**config.mk**
```make
export PLATFORM = sky130hd
export DESIGN_NAME = beam_summer
export DESIGN_NICKNAME = d
export VERILOG_FILES = /design/src/beam_pkg.sv /design/src/beam_summer.sv
export VERILOG_INCLUDE_DIRS = /design/src
export SDC_FILE = /design/constraint.sdc
export NUM_CORES = 2
export LEC_CHECK = 0
export ABC_AREA = 1
export BUFFER_PORTS_ARGS = -buffer_cell sky130_fd_sc_hd__clkbuf_2
export CAP_MARGIN = 5
export CORE_AREA = 3 3 544 546
export DETAILED_ROUTE_END_ITERATION = 10
export DIE_AREA = 0 0 547 549
export PLACE_DENSITY_LB_ADDON = 0.2
export SLEW_MARGIN = 10
export SYNTH_ARGS = -nofsm -noshare
export SYNTH_HDL_FRONTEND = slang
export SYNTH_SLANG_ARGS = --single-unit
```
**constraint.sdc**
```tcl
create_clock -name clock -period 4.18 [get_ports clock]
set_input_delay 0.836 -clock clock [delete_from_list [all_inputs] [get_ports clock]]
set_output_delay 0.836 -clock clock [all_outputs]
set_load 0.01 [all_outputs]
```
**src/beam_params.svh**
```systemverilog
// width and count constants for the beam combiner, included by every file that sizes a vector
`ifndef BEAM_PARAMS_SVH
`define BEAM_PARAMS_SVH

// four antenna channels are combined into one beam
`define BEAM_CHANNELS 4

// each beat carries eight samples in a 128-bit lane per component
`define BEAM_SAMPLES 8

// samples are signed 16-bit values for both re and im
`define BEAM_SAMPLE_W 16

// weights are signed Q1.7 fractions, so 127 is just under one
`define BEAM_WEIGHT_W 8
`define BEAM_WEIGHT_FRAC 7

// a scaled complex product needs 18 bits to hold the worst case without loss
`define BEAM_PROD_W 18

// four 18-bit products summed need two more bits of headroom
`define BEAM_SUM_W 20

`endif

```
**src/beam_pkg.sv**
```systemverilog
// shared datapath types for the beam combiner, referenced by scoped names from the RTL modules
`include "beam_params.svh"

package beam_pkg;

    // one signed component of an antenna sample
    typedef logic signed [`BEAM_SAMPLE_W-1:0] sample_t;

    // one signed component of a channel weight in Q1.7
    typedef logic signed [`BEAM_WEIGHT_W-1:0] weight_t;

    // one component of a weighted sample after the Q1.7 scaling
    typedef logic signed [`BEAM_PROD_W-1:0] prod_t;

    // a full complex beat with sample 0 in the low bits of each lane
    // the re and im lanes keep the 128-bit layout of the stream
    typedef struct packed {
        sample_t [`BEAM_SAMPLES-1:0] re;
        sample_t [`BEAM_SAMPLES-1:0] im;
    } iq_beat_t;

    // complex weight of one channel, applied to every sample of its beat
    typedef struct packed {
        weight_t re;
        weight_t im;
    } cweight_t;

    // a channel beat after the complex multiply and scaling
    // it is wider than a sample so the four-way sum sees no wrap
    typedef struct packed {
        prod_t [`BEAM_SAMPLES-1:0] re;
        prod_t [`BEAM_SAMPLES-1:0] im;
    } prod_beat_t;

endpackage

```
**src/beam_summer.sv**
```systemverilog
// four-way sum of the weighted channels with saturation to the output sample width
`timescale 1ns/1ns
`include "beam_params.svh"

module beam_summer (
    input  logic                                       clock,
    input  logic                                       advance,
    input  beam_pkg::prod_beat_t [`BEAM_CHANNELS-1:0] prod,
    output beam_pkg::iq_beat_t                         out_data
);

    // combined beat before the output register
    beam_pkg::iq_beat_t sum_d;

    // sign extends one scaled product to the width of the sum
    function automatic logic signed [`BEAM_SUM_W-1:0] widen(input beam_pkg::prod_t p);
        return {{(`BEAM_SUM_W-`BEAM_PROD_W){p[`BEAM_PROD_W-1]}}, p};
    endfunction

    // clamps a sum into the signed sample range
    function automatic beam_pkg::sample_t saturate(input logic signed [`BEAM_SUM_W-1:0] s);
        logic [`BEAM_SUM_W-`BEAM_SAMPLE_W:0] top;

        // the sum fits when every bit above the sample's sign bit copies it
        top = s[`BEAM_SUM_W-1:`BEAM_SAMPLE_W-1];
        if (top == '0 || top == '1) begin
            return s[`BEAM_SAMPLE_W-1:0];
        end else if (s[`BEAM_SUM_W-1]) begin
            return {1'b1, {(`BEAM_SAMPLE_W-1){1'b0}}};
        end else begin
            return {1'b0, {(`BEAM_SAMPLE_W-1){1'b1}}};
        end
    endfunction

    always_comb begin : combine
        logic signed [`BEAM_SUM_W-1:0] acc_re;
        logic signed [`BEAM_SUM_W-1:0] acc_im;

        for (int s = 0; s < `BEAM_SAMPLES; s++) begin
            acc_re = '0;
            acc_im = '0;
            // each sample position is summed on its own across the channels
            for (int ch = 0; ch < `BEAM_CHANNELS; ch++) begin
                acc_re = acc_re + widen(prod[ch].re[s]);
                acc_im = acc_im + widen(prod[ch].im[s]);
            end
            sum_d.re[s] = saturate(acc_re);
            sum_d.im[s] = saturate(acc_im);
        end
    end

    // the output beat holds its value while the consumer stalls
    always_ff @(posedge clock) begin
        if (advance) begin
            out_data <= sum_d;
        end
    end

endmodule

```
# Yosys cells after proc, flatten, opt, wreduce, memory -nomap -nowiden
# Index checks and enable logic that the tools add are counted.
[totals]
regBits = 256
in_bits = 1154
output_inout_bits = 256
wordCells = 144
[classes]
addsub = 48
n_eq_ne = 16
mux = 32
n_reduce_logical = 32
[ops]
columns = ["cell", "count"]
rows = [
  ["$mux 16", 32],
  ["$add 19x18->20", 16],
  ["$add 20x18->20", 16],
  ["$add 18x18->19", 16],
  ["$eq 5x5->1 const B", 16],
  ["$logic_not 5->1", 16],
  ["$logic_or 1x1->1", 16],
]

# Longest topological paths before layout
[logic_depth]
depth_word = 6
ltp_mapped = 23
ltp_nobuf = 22

# Worst setup path before layout
# Ideal clock, no wire load.
[synth_timing]
kind = "input to register"
startpoint = "input port prod[19] in the netlist's numbering"
endpoint = "register out_data[21] in the netlist's numbering, data pin"
setup_ns = 0.253
arrival_ns = 3.772
t_required_ns = 3.927
path_slack_ns = 0.155
stages = 22
path_buffers = 1
path_cell_list = "inv_1 > fa_1 > inv_1 > fa_1 > ha_1 > inv_1 > fa_1 > inv_1 > nand3_1 > nand2_1 > nand2_1 > nand2_2 > nand2_1 > nand2_1 > nand2_1 > nand2_1 > nand2_1 > nand2_1 > nand3_2 > nand2_2 > buf_4 > nand2_1"
[synth_rtl]
columns = ["element", "line", "source"]
rows = [
  ["start, declared", "beam_summer.sv:8", "input beam_pkg::prod_beat_t [`BEAM_CHANNELS-1:0] prod,"],
  ["end signal, assigned", "beam_summer.sv:55", "out_data <= sum_d;"],
  ["end, declared", "beam_summer.sv:9", "output beam_pkg::iq_beat_t out_data"],
]

==> reports/qor.json <==
{
  "status": {"value": "finished, final reports clean"},
  "synth-seq-cells": {"value": 256},
  "groute.usage.overall": {"value": 14.4, "unit": "%"},
  "cts_hold_buf": {"value": 0},
  "grt.overflow.total": {"value": 0},
  "fin_hold_ws": {"value": 0.601, "unit": "ns"},
  "edff_count_synth": {"value": 256},
  "maxSlewHeadroom": {"value": 44.4, "unit": "%"},
  "powerDensity": {"value": 559, "unit": "mW/mm²"},
  "grt_pass1_vias": {"value": 44800},
  "largestRegisters": {"value": "out_data: 256 flops"},
  "regMostFlops": {"value": "out_data"},
  "synthesis.area_per_instance": {"value": 7.56, "unit": "µm²"},
  "io_buffers": {"value": 1409},
  "dieHeight": {"value": 549, "unit": "µm"},
  "critical_path_required": {"value": 4.56, "unit": "ns"},
  "drt-wirelength-per-cell": {"value": 19.3, "unit": "µm"},
  "drt-total-wl": {"value": 222000, "unit": "µm"},
  "cts.repair_timing.setup_buffer_count": {"value": 0},
  "min_to": {"value": "out_data[176]"},
  "fmax": {"value": 260, "unit": "MHz"},
  "clockRootBuffer": {"value": "clkbuf_16"},
  "largest_register_ffs": {"value": 256},
  "final_hold_vios": {"value": 0},
  "layout.nets": {"value": 9614},
  "synth-seq-area-share": {"value": 17.6, "unit": "%"},
  "rsz_0062_raised_after_global_routing": {"value": "no"},
  "clk_path_buf_depth": {"value": 3},
  "leakage": {"value": 34.0, "unit": "nW"},
  "worst_pin_slew": {"value": 0.834, "unit": "ns"},
  "pre_cts_slack": {"value": -0.394, "unit": "ns"},
  "final.min_clock_period": {"value": 3.84, "unit": "ns"},
  "final_replace_weighted_congestion": {"value": 1.01},
  "drtPass1Iterations": {"value": 7},
  "clock-sinks": {"value": 256},
  "crit_type": {"value": "in -> reg"},
  "initialDrtViolationCount": {"value": 2141},
  "fraction_of_registers_with_async_set_or_reset_after_synthesis": {"value": 0, "unit": "%"},
  "min_path_type": {"value": "in -> reg"},
  "worstSetupStartpointType": {"value": "input pin"},
  "ctsHtreeMaxLevel": {"value": 2},
  "route.detailed.vias_per_inst": {"value": 3.65},
  "cts_made_buffers": {"value": 44},
  "ys_types": {"value": 37},
  "synth_area": {"value": 0.0436, "unit": "mm²"},
  "power.total": {"value": 33.6, "unit": "mW"},
  "timing.final.setup_violations": {"value": 0},
  "hold_start": {"value": "prod[1062]"},
  "pin_count": {"value": 1410},
  "layout_setup_ws": {"value": 0.335, "unit": "ns"},
  "drc": {"value": 0},
  "placementRows": {"value": 198},
  "start_util": {"value": 15.0, "unit": "%"},
  "grt_antenna_before_repair": {"value": 89},
  "max-cap-violations": {"value": 0},
  "die-area": {"value": 0.300, "unit": "mm²"},
  "grt_start_max_net_pins": {"value": 64},
  "global_route_wire_length_before_repair": {"value": 313000, "unit": "µm"},
  "post_route_cells_drive_above_1_share": {"value": 25.7, "unit": "%"},
  "clk_transition_reported_paths": {"value": 0.06, "unit": "ns"},
  "synth_top_flop_cell": {"value": "edfxtp_1"},
  "routed-via-count": {"value": 42100},
  "yosys_warnings": {"value": 0},
  "design.core.area": {"value": 0.291, "unit": "mm²"},
  "timing.final.crit_share": {"value": 92.0, "unit": "%"},
  "most_common_cell_after_layout_fill_and_taps_aside": {"value": "inv_1"},
  "worst_ir_drop_vdd": {"value": 269, "unit": "µV"},
  "setup.worst_path.end_class": {"value": "flip-flop"},
  "layout-area-overhead-vs-synth": {"value": 37.6, "unit": "%"},
  "die_width": {"value": 547, "unit": "µm"},
  "layout_common_cells": {"value": "1,836 x inv_1, 1,408 x clkbuf_2, 1,366 x nand2_1"},
  "worstPathArrival": {"value": 4.22, "unit": "ns"},
  "detail-route-antenna-nets": {"value": 0},
  "cts-resized-gates": {"value": 0},
  "hpwl": {"value": 206000, "unit": "µm"},
  "whs_path_depth": {"value": 4},
  "synthesis.instances": {"value": 5775},
  "drv_slew": {"value": 0},
  "cts_tree": {"value": "yes"},
  "path_max_fanout": {"value": 15},
  "syn-num-nets": {"value": 7825}
}
-- cells by family (layout without fill, tap and decap cells) --
logic type               Yosys count  count (layout)  synth area share, %
buffers and inverters           1886            3711                 16.7
adder cells (fa/ha/maj)          896             896                 35.9
other                              0              28                    0
AND/OR/NAND/NOR                 2059            2059                 19.4
XOR/XNOR                         212             212                 4.37
AO/OA/AOI/OAI                    466             466                 6.08
flip-flops                       256             256                 17.6
-- Yosys cell counts, drive strengths merged (11+ instances only) --
| master | count | share of area (%) |
|---|---|---|
| a21boi | 15 | 0.26 |
| a21o | 18 | 0.31 |
| a21oi | 263 | 3.0 |
| a31oi | 21 | 0.30 |
| and3 | 19 | 0.27 |
| buf | 42 | 0.85 |
| edfxtp | 256 | 18 |
| fa | 592 | 27 |
| ha | 304 | 8.7 |
| inv | 1844 | 16 |
| nand2 | 1405 | 12 |
| nand3 | 238 | 2.8 |
| nand3b | 18 | 0.31 |
| nand4 | 30 | 0.43 |
| nor2 | 292 | 2.5 |
| nor3 | 42 | 0.52 |
| nor4 | 11 | 0.16 |
| o21ai | 106 | 1.4 |
| o21bai | 16 | 0.28 |
| o31ai | 11 | 0.19 |
| xnor2 | 73 | 1.5 |
| xor2 | 139 | 2.9 |
-- where the power goes --
group	switching (mW)	internal, mW	total, mW
clock network	1.64	2.35	3.99
logic	14.3	9.36	23.7
registers	0.838	5.06	5.89
-- through the flow --
stage | util (%) | setup TNS [ns] | instance area (µm²) | cells
6_report | 20.6 | 0 | 60100 | 11500
5_1_grt | 20.6 | 0 | 60000 | 11500
4_1_cts | 20.6 | 0 | 60000 | 11500
3_3_place_gp | 20.1 | -51.47 | 58500 | 11400
2_1_floorplan | - | 0 | 43600 | 5775
3_5_place_dp | 20.1 | -56.69 | 58500 | 11400
-- worst max-delay path by stage --
stage	startpoint	cells after the start	slack (ns)	endpoint
after CTS	prod[55]	20	0.34	out_data[55]
final	prod[541]	19	0.34	out_data[235]
after global placement	prod[55]	20	-0.39	out_data[56]
after detailed placement	prod[55]	20	-0.39	out_data[55]
after global routing	prod[55]	20	0.11	out_data[61]
after floorplan	prod[19]	22	0.15	out_data[21]
-- metal layers --
| metal | up-vias | wire [µm] | global-route usage [%] |
|---|---|---|---|
| li1 | 20600 | - | - |
| met1 | 19700 | 93700 | 17.8 |
| met2 | 1387 | 101000 | 23.1 |
| met3 | 252 | 17700 | 4.47 |
| met4 | 60 | 8960 | 5.96 |
| met5 | - | 401 | 0 |
-- worst max-delay path, stage by stage --
cell and delay (ns):
clkbuf_2 0.08, inv_1 0.15, fa_1 0.56, inv_1 0.05
fa_1 0.48, ha_1 0.20, inv_1 0.08, fa_1 0.47
o21ai_2 0.25, nand2_2 0.07, nand2_2 0.11, nand2_2 0.06
nand2_2 0.06, nand2_1 0.06, nand2_2 0.11, xor2_4 0.19
nand2_2 0.23, nand2_1 0.13, nand2_1 0.06
-- final cells by class --
| type | instances | area [µm²] |
|---|---|---|
| Fill cell | 33200 | 231000 |
| Multi-Input combinational cell | 3633 | 28700 |
| Timing Repair Buffer | 1785 | 10300 |
| Sequential cell | 256 | 7690 |
| Inverter | 1844 | 6920 |
| Tap cell | 3900 | 4880 |
| Clock buffer | 46 | 1130 |
| Clock inverter | 36 | 388 |
| Antenna cell | 28 | 70.1 |
No activity file was read; power rests on OpenSTA's default activity.
