<file path="src/beam_params.svh">
// width and count constants for the beam combiner, included by every file that sizes a vector
`ifndef BEAM_PARAMS_SVH
`define BEAM_PARAMS_SVH

// four antenna channels are combined into one beam
`define BEAM_CHANNELS 4

// each beat carries eight samples in a 128-bit lane per component
`define BEAM_SAMPLES 8

// samples are signed 16-bit values for both re and im
`define BEAM_SAMPLE_W 16

// weights are signed Q1.7 fractions, so 127 is just under one
`define BEAM_WEIGHT_W 8
`define BEAM_WEIGHT_FRAC 7

// a scaled complex product needs 18 bits to hold the worst case without loss
`define BEAM_PROD_W 18

// four 18-bit products summed need two more bits of headroom
`define BEAM_SUM_W 20

`endif

</file>
<file path="src/beam_control.sv">
// handshake and sideband pipeline of the beam combiner, instanced once by the top level
`timescale 1ns/1ns
`include "beam_params.svh"

module beam_control (
    input  logic                      clock,
    input  logic                      resetn,
    input  logic [`BEAM_CHANNELS-1:0] chan_valid,
    input  logic                      chan_last,
    input  logic                      out_ready,
    output logic                      advance,
    output logic                      in_ready,
    output logic                      out_valid,
    output logic                      out_last
);

    // the datapath is three registers deep so the sideband is too
    localparam int DEPTH = 3;

    // stays low through reset and for the first cycle after it
    logic running;

    // a beat is taken only when every channel offers one at once
    logic accept;

    // valid and tlast of the beat held in each datapath stage
    logic [DEPTH-1:0] valid_pipe;
    logic [DEPTH-1:0] last_pipe;

    // the whole pipeline moves only when the consumer can take a beat
    // an idle stage may still shift, it just carries a cleared valid bit
    assign advance = out_ready;

    // the input side mirrors the output side once the block is running
    assign in_ready = out_ready & running;

    // the only place where the channel valid bits are looked at
    assign accept = (&chan_valid) & in_ready;

    always_ff @(posedge clock) begin
        if (!resetn) begin
            running    <= 1'b0;
            valid_pipe <= '0;
            last_pipe  <= '0;
        end else begin
            running <= 1'b1;
            if (advance) begin
                // shift in a new item each advancing edge, empty or not
                valid_pipe <= {valid_pipe[DEPTH-2:0], accept};
                // tlast comes from channel 0 and only counts with an accepted beat
                last_pipe  <= {last_pipe[DEPTH-2:0], accept & chan_last};
            end
        end
    end

    // the last stage lines up with the registered output beat
    assign out_valid = valid_pipe[DEPTH-1];
    assign out_last  = last_pipe[DEPTH-1];

endmodule

</file>
<file path="config.mk">
export PLATFORM = sky130hd
export DESIGN_NAME = beam_control
export DESIGN_NICKNAME = d
export VERILOG_FILES = /design/src/beam_control.sv
export VERILOG_INCLUDE_DIRS = /design/src
export SDC_FILE = /design/constraint.sdc
export NUM_CORES = 1
export LEC_CHECK = 0
export ABC_AREA = 1
export BUFFER_PORTS_ARGS = -buffer_cell sky130_fd_sc_hd__buf_2
export CORE_AREA = 2 2 39 41
export DETAILED_ROUTE_END_ITERATION = 7
export DIE_AREA = 0 0 41 43
export PLACE_DENSITY = 0.39
export SYNTH_ARGS = -nofsm -noshare
export SYNTH_HDL_FRONTEND = slang
export SYNTH_SLANG_ARGS = --single-unit
export TNS_END_PERCENT = 5
</file>
<file path="constraint.sdc">
create_clock -name clock -period 1.1 [get_ports clock]
set_input_delay 0.165 -clock clock [delete_from_list [all_inputs] [get_ports clock]]
set_output_delay 0.165 -clock clock [all_outputs]
set_load 0.03 [all_outputs]
</file>
## Word-level counts from Yosys, hierarchy flattened

Index checks and enable logic that the tools add are counted.

- Register bits: 7
- Word-level logic and storage cells: 8
- Output and inout bits: 4

- Bitwise gates (word level): 3
- Reductions and logical operators: 1
- Multiplexer cells: 1

Operators with widths:

| operator | count |
|---|---|
| AND reduction 4 bit | 1 |
| bitwise AND 1 bit | 3 |
| two-way mux 1 bit | 1 |

## Logic depth before layout (Yosys ltp)

Gate-level depths: netlist of the first run.

- Depth after elaboration: 3
- Gate-level depth with buffers: 4
- Gate-level depth less buffers: 4

## Worst setup path before layout of the first run

No wires, ideal clock.

- Path kind: reg-to-reg
- Start: register last_pipe[2] (netlist name)
- End: register last_pipe[2]
- Arrival: 0.662 ns
- Required time: 1.036 ns
- Path slack: 0.374 ns
- Stages on the path, launching flop included: 3
- Clock period less this slack: 0.726 ns
- Cell sequence: dfxtp_1 o21ai_0 nor2_1

RTL lines:

| item | line | source |
|---|---|---|
| end signal, assigned | beam_control.sv:51 | `last_pipe <= {last_pipe[DEPTH-2:0], accept & chan_last};` |
| end, declared | beam_control.sv:28 | `logic [DEPTH-1:0] last_pipe;` |

## Worst setup path in the final report of the first run

- Start: register running
- End: output in_ready

- Longest elaborated chain between the ends: 1

Ends and longest elaborated chain:

| item | line | source |
|---|---|---|
| start, declared | beam_control.sv:21 | `logic running;` |
| start signal, assigned | beam_control.sv:42 | `running <= 1'b0;` |
| start signal, assigned | beam_control.sv:46 | `running <= 1'b1;` |
| bitwise AND 1 bit | beam_control.sv:35 | `assign in_ready = out_ready & running;` |
| end, declared | beam_control.sv:12 | `output logic in_ready,` |

No other way between the ends.

==> flow_metrics.env, run 1 <==
export IMPL_max_vdd_ir_drop_uv=538
export IMPL_antenna_left=0
export IMPL_ys_seq_area_share_pct=51.6
export IMPL_clockPowerShare_pct=40.4
export IMPL_synth_nets=42
export IMPL_ys_seq_elements=7
export IMPL_maxCapViolCount=0
export IMPL_grt_max_degree=8
export IMPL_synth_simple_area_share_pct=26.3
export IMPL_wl_per_cell_um=7.81
export IMPL_cts_tree="built"
export IMPL_final_nets=57
export IMPL_cts_sinks=7
export IMPL_cts_setup_buffers=0
export IMPL_clock_tree_root_cell="clkbuf_4"
export IMPL_layout_drive_gt1_share_pct=39.6
export IMPL_end_kind="output pin"
export IMPL_gp_routability_congestion=0.590
export IMPL_most_common_layout_cells="buf_2, nor2_1, dfxtp_1"
export IMPL_synthMuxAreaShare_pct=0
export IMPL_core_area_sq_um=1380
export IMPL_p_per_area_nw_per_um2=1530
export IMPL_arrival_ns=0.83
export IMPL_hp_class="input port to register"
export IMPL_switchingPower_mw=0.136
export IMPL_rsz0062_at_grt="false"
export IMPL_min_period_over_period_pct=90.5
export IMPL_synth_top_family_by_area="simple AND/OR/NAND/NOR gates"
export IMPL_clk_latency_ns=0.24
export IMPL_startpoint_type="register"
export IMPL_io_pins=12
export IMPL_rows=14
export IMPL_critical_path_endpoint="in_ready"
export IMPL_drcViolationCount=0
export IMPL_final_setup_tns_ns=0
export IMPL_finalCriticalPeriod_ns=0.996
export IMPL_r2r_end="last_pipe[0]"
export IMPL_p_int_mw=0.426
export IMPL_wl_um=500
export IMPL_r2r_setup_slack_ns=0.32
export IMPL_seqPwrFrac_pct=47.7
export IMPL_rr_worst_depth=4
export IMPL_grt_pass1_vias=231
export IMPL_grt_usage_pct=8.32
export IMPL_clock_path_buffers=2
export IMPL_relSlewSlack_pct=88.6
export IMPL_rr_startpoint="running"
export IMPL_critPathMaxFanout=2
export IMPL_detail_route_first_pass_iterations=4
export IMPL_hold_buffers=0
export IMPL_die_area_sq_um=1760
export IMPL_whs_ns=0.0988
export IMPL_overflow=0
export IMPL_worstMarginPinSlew_ns=0.171
export IMPL_synth_xor_area_share_pct=0
export IMPL_ys_warn_count=0
export IMPL_slew_violations=0
export IMPL_final_setup_skew_ns=0.00268
export IMPL_initial_core_util_pct=19.6
export IMPL_finalHoldViolCount=0
export IMPL_io_buffer_count=11
export IMPL_grt_first_pass_wirelength_um=903
export IMPL_crit_required_ns=0.94
export IMPL_critPathLaunch="running"
export IMPL_fill_cells=156
export IMPL_die_h_um=43
export IMPL_n_antenna_cell=0
export IMPL_power_leakage_nw=0.179
export IMPL_drt_iter0_drc=9
export IMPL_antenna_found_initial=0
export IMPL_synth_cell_types=10
export IMPL_p_comb_share_pct=11.9
export IMPL_syn2layout_area_growth_pct=35.5
export IMPL_synth_compound_area_share_pct=13.8
export IMPL_h_tree_depth=1
export IMPL_die_x_um=41
export IMPL_yosys_area_share_adder_pct=0
export IMPL_vias=254
export IMPL_drt_vias_per_instance=3.97
export IMPL_postSynthCellCount=34
export IMPL_worstSetupPathType="register to output pin"
export IMPL_switching_share_pct=24.2
export IMPL_cts_buffers=3
export IMPL_synth_area_sq_um=272
export IMPL_layout_cells_most_common="buf_2"
export IMPL_setup_viol=0
export IMPL_outcome="complete, no violations"
export IMPL_clk_pin_slew_worst_paths_ns=0.05
export IMPL_synth_area_per_cell_sq_um=7.99
export IMPL_fmax_mhz=1000
-- final cells by class --
| type | instances | area, sq um | area share [%] |
|---|---|---|---|
| Timing Repair Buffer | 11 | 57.6 | 15.6 |
| Inverter | 4 | 15.0 | 4.08 |
| Clock buffer | 4 | 26.3 | 7.14 |
| Tap cell | 16 | 20.0 | 5.44 |
| Multi-Input combinational cell | 22 | 109 | 29.6 |
| Sequential cell | 7 | 140 | 38.1 |
-- stage by stage --
step	instance area [sq um]	util (%)	setup WS, ns	power [mW]	instances
2_1_floorplan	272	-	0.374	0.315	34
3_3_place_gp	339	24.5	0.322	0.340	60
3_5_place_dp	339	24.5	0.299	0.340	60
4_1_cts	365	26.4	0.0582	0.578	64
5_1_grt	368	26.6	0.0308	0.608	64
6_report	368	26.6	0.104	0.563	64
-- metal layers --
metal	wire, um	global-route usage (%)	vias to the layer above
li1	-	-	132
met1	215	9.62	104
met2	191	10.0	18
met3	93	7.85	0
met4	0	4.00	0
met5	0	0	-
-- sequential cells by signal, summed over array words and instances (netlist names) --
register / count
last_pipe: 3
running: 1
valid_pipe: 3
-- worst min path at each step --
stage | cells after the start | endpoint | start | slack (ns)
3_3_place_gp | 1 | running | resetn | 0.34
6_report | 1 | running | resetn | 0.1
2_1_floorplan | 0 | running | resetn | 0.19
3_5_place_dp | 1 | running | resetn | 0.36
4_1_cts | 1 | running | resetn | 0.09
5_1_grt | 1 | running | resetn | 0.09
-- synthesized netlist by cell type, drive strengths merged --
cell,number,area share [%]
nand3,1,3.7
a21oi,2,6.5
nand2,6,9.2
dfxtp,7,52
o21ai,4,7.4
buf,1,2.8
inv,4,5.5
nor2,9,13
-- kinds of logic (layout without fill, tap and decap cells) --
group | Yosys count | count (layout)
simple gates | 16 | 16
flops | 7 | 7
compound gates | 6 | 6
buf+inv | 5 | 19
-- power by group through the flow --
stage | Combinational [mW] | Clock, mW | Sequential, mW
final | 0.0672 | 0.227 | 0.268
after global routing | 0.0757 | 0.262 | 0.270
after CTS | 0.0667 | 0.243 | 0.268
after detailed placement | 0.0664 | 0 | 0.274
after global placement | 0.0661 | 0 | 0.274
after floorplan | 0.0326 | 0 | 0.282
-- worst max-delay path: stages (launching register included) --
cell and delay [ns]:
dfxtp_1 0.32, nand2_2 0.06, inv_1 0.05, buf_4 0.15
-- repair_timing --
| action | in CTS | in global routing |
|---|---|---|
| gates resized for setup | 0 | 2 |
| setup endpoints to repair | 0 | 1 |
| endpoints found under the hold margin | 0 | 0 |
(Power assumes the default switching activity.)
==> run 2: changes to the inputs <==
- PLACE_DENSITY: 0.39 -> 0.4
- clock period: 1.1 -> 0.87 ns (I/O delays scaled with it)
==> run 2 against run 1 <==
Net effect: the run now ends with negative setup slack left; worst hold slack got worse by 0.034 ns; clock-buffer cell count unchanged; combinational power grew 48%; largest power group unchanged; cell area is 8.8% higher; first-iteration DRC count fell by 67%; via count decreased by 4.3%; sequential power is 28% higher; global-route usage down 0.16 points; core utilization rose by 2.4 points; critical path depth is the same.
==> flow_metrics.env, run 2 (synthesized netlist as in run 1, its figures left out) <==
export IMPL_slew_violations=0
export IMPL_seq_area_sq_um=144
export IMPL_die_x_um=41
export IMPL_clk_pin_slew_worst_paths_ns=0.05
export IMPL_max_vdd_ir_drop_uv=519
export IMPL_dp_cells=60
export IMPL_rows=14
export IMPL_final_nets=58
export IMPL_startpoint_type="register"
export IMPL_fin_cells=65
export IMPL_cp_slowest_cell="dfxtp_2"
export IMPL_critPathMaxFanout=2
export IMPL_multi_input_area_sq_um=114
export IMPL_final_core_util_pct=28.9
export IMPL_drcViolationCount=0
export IMPL_clock_tree_root_cell="clkbuf_4"
export IMPL_rsz0062_at_grt="true"
export IMPL_hp_class="input port to register"
export IMPL_grt_usage_pct=8.17
export IMPL_pre_cts_ws_ns=0.114
export IMPL_power_leakage_nw=0.186
export IMPL_hold_buffers=0
export IMPL_worstSetupPathType="register to output pin"
export IMPL_cts_buffers=3
export IMPL_clock_path_buffers=2
export IMPL_setup_viol=1
export IMPL_p_per_area_nw_per_um2=1820
export IMPL_io_pins=12
export IMPL_cts_sinks=7
export IMPL_relSlewSlack_pct=89.3
export IMPL_die_h_um=43
export IMPL_grt_pass1_vias=222
export IMPL_cts_tree="built"
export IMPL_final_setup_skew_ns=0.000573
export IMPL_gp_routability_congestion=0.601
export IMPL_fmax_mhz=1100
export IMPL_violations="negative setup slack"
export IMPL_clk_latency_ns=0.24
export IMPL_crit_required_ns=0.74
export IMPL_fill_cells=157
export IMPL_finalHoldViolCount=0
export IMPL_slowest_delay_ns=0.31
export IMPL_vias=243
export IMPL_critPathLaunch="running"
export IMPL_worstPathCellList="nand2_2 > inv_2 > buf_6"
export IMPL_reg_top3="last_pipe x3, valid_pipe x3, running x1"
export IMPL_rr_startpoint="running"
export IMPL_outcome="finished with violations"
export IMPL_antenna_found_initial=0
export IMPL_finalPower_mw=0.728
export IMPL_finalCriticalPeriod_ns=0.913
export IMPL_final_setup_tns_ns=-0.0428
export IMPL_arrival_ns=0.78
export IMPL_drt_vias_per_instance=3.74
export IMPL_io_buffer_count=11
export IMPL_wl_per_cell_um=8.06
export IMPL_die_area_sq_um=1760
export IMPL_detail_route_first_pass_iterations=2
export IMPL_post_dp_hpwl_um=391
export IMPL_wl_um=524
export IMPL_initial_core_util_pct=19.6
export IMPL_antenna_left=0
export IMPL_hp_start="resetn"
export IMPL_layout_drive_gt1_share_pct=49.0
export IMPL_end_kind="output pin"
export IMPL_critical_path_top_delay_family="flip-flops"
export IMPL_maxCapViolCount=0
export IMPL_grt_first_pass_wirelength_um=848
export IMPL_most_common_layout_cells="nor2_1, buf_2, nand2_1"
export IMPL_core_area_sq_um=1380
export IMPL_drt_iter0_drc=3
export IMPL_grt_max_degree=8
export IMPL_h_tree_depth=1
export IMPL_syn2layout_area_growth_pct=47.5
export IMPL_fin_ws_ns=-0.0428
export IMPL_worstMarginPinSlew_ns=0.161
export IMPL_overflow=0
export IMPL_critPathBufInv=2
export IMPL_n_antenna_cell=0
export IMPL_min_period_over_period_pct=105
==> run 2: cell count changes in the layout (fill, tap and decap cells not counted) <==
cell and delta:
nor2_2 -1, nor2_4 +1, buf_6 +3, dfxtp_1 -3
buf_2 -2, dfxtp_2 +3, inv_2 +1, inv_1 -1
==> run 2: repair_timing <==
action / in CTS / in global routing
pin swaps: 0 / 1
buffers inserted: 1 / 0
gates resized for setup: 7 / 4
setup endpoints to repair: 3 / 5
==> run 2: power breakdown <==
group / switching [mW] / total [mW] / internal (mW)
registers: 0.00617 / 0.342 / 0.336
logic: 0.0579 / 0.0995 / 0.0416
clock network: 0.112 / 0.286 / 0.175
==> run 2: final cells by class <==
class                   count  share of cell area (%)
inverters                   4                    3.75
flip-flops and latches      7                    35.9
clock buffers               4                    6.56
well taps                  16                    5.00
multi-input cells          22                    28.4
repair buffers             12                    20.3
==> run 2: routing by layer <==
metal / share of wire, % / GRT usage, %
met3: 8.6 / 6.28
met1: 46 / 8.47
met2: 45 / 9.69
met4: 0 / 8.00
met5: 0 / 0
==> run 2: stage by stage <==
stage               area (sq um)  hold slack (ns)
CTS                          390           0.0512
finish                       400           0.0646
global route                 400           0.0518
detailed placement           339            0.313
floorplan                    272            0.158
global placement             339            0.318
==> run 2: final timing paths <==
kind / to / slack, ns / cells after the start
worst min register to register: last_pipe[0] / 0.48 / 2
worst max-delay path: in_ready / -0.04 / 3
worst max register to register: last_pipe[0] / 0.04 / 5
worst min-delay path: running / 0.06 / 1
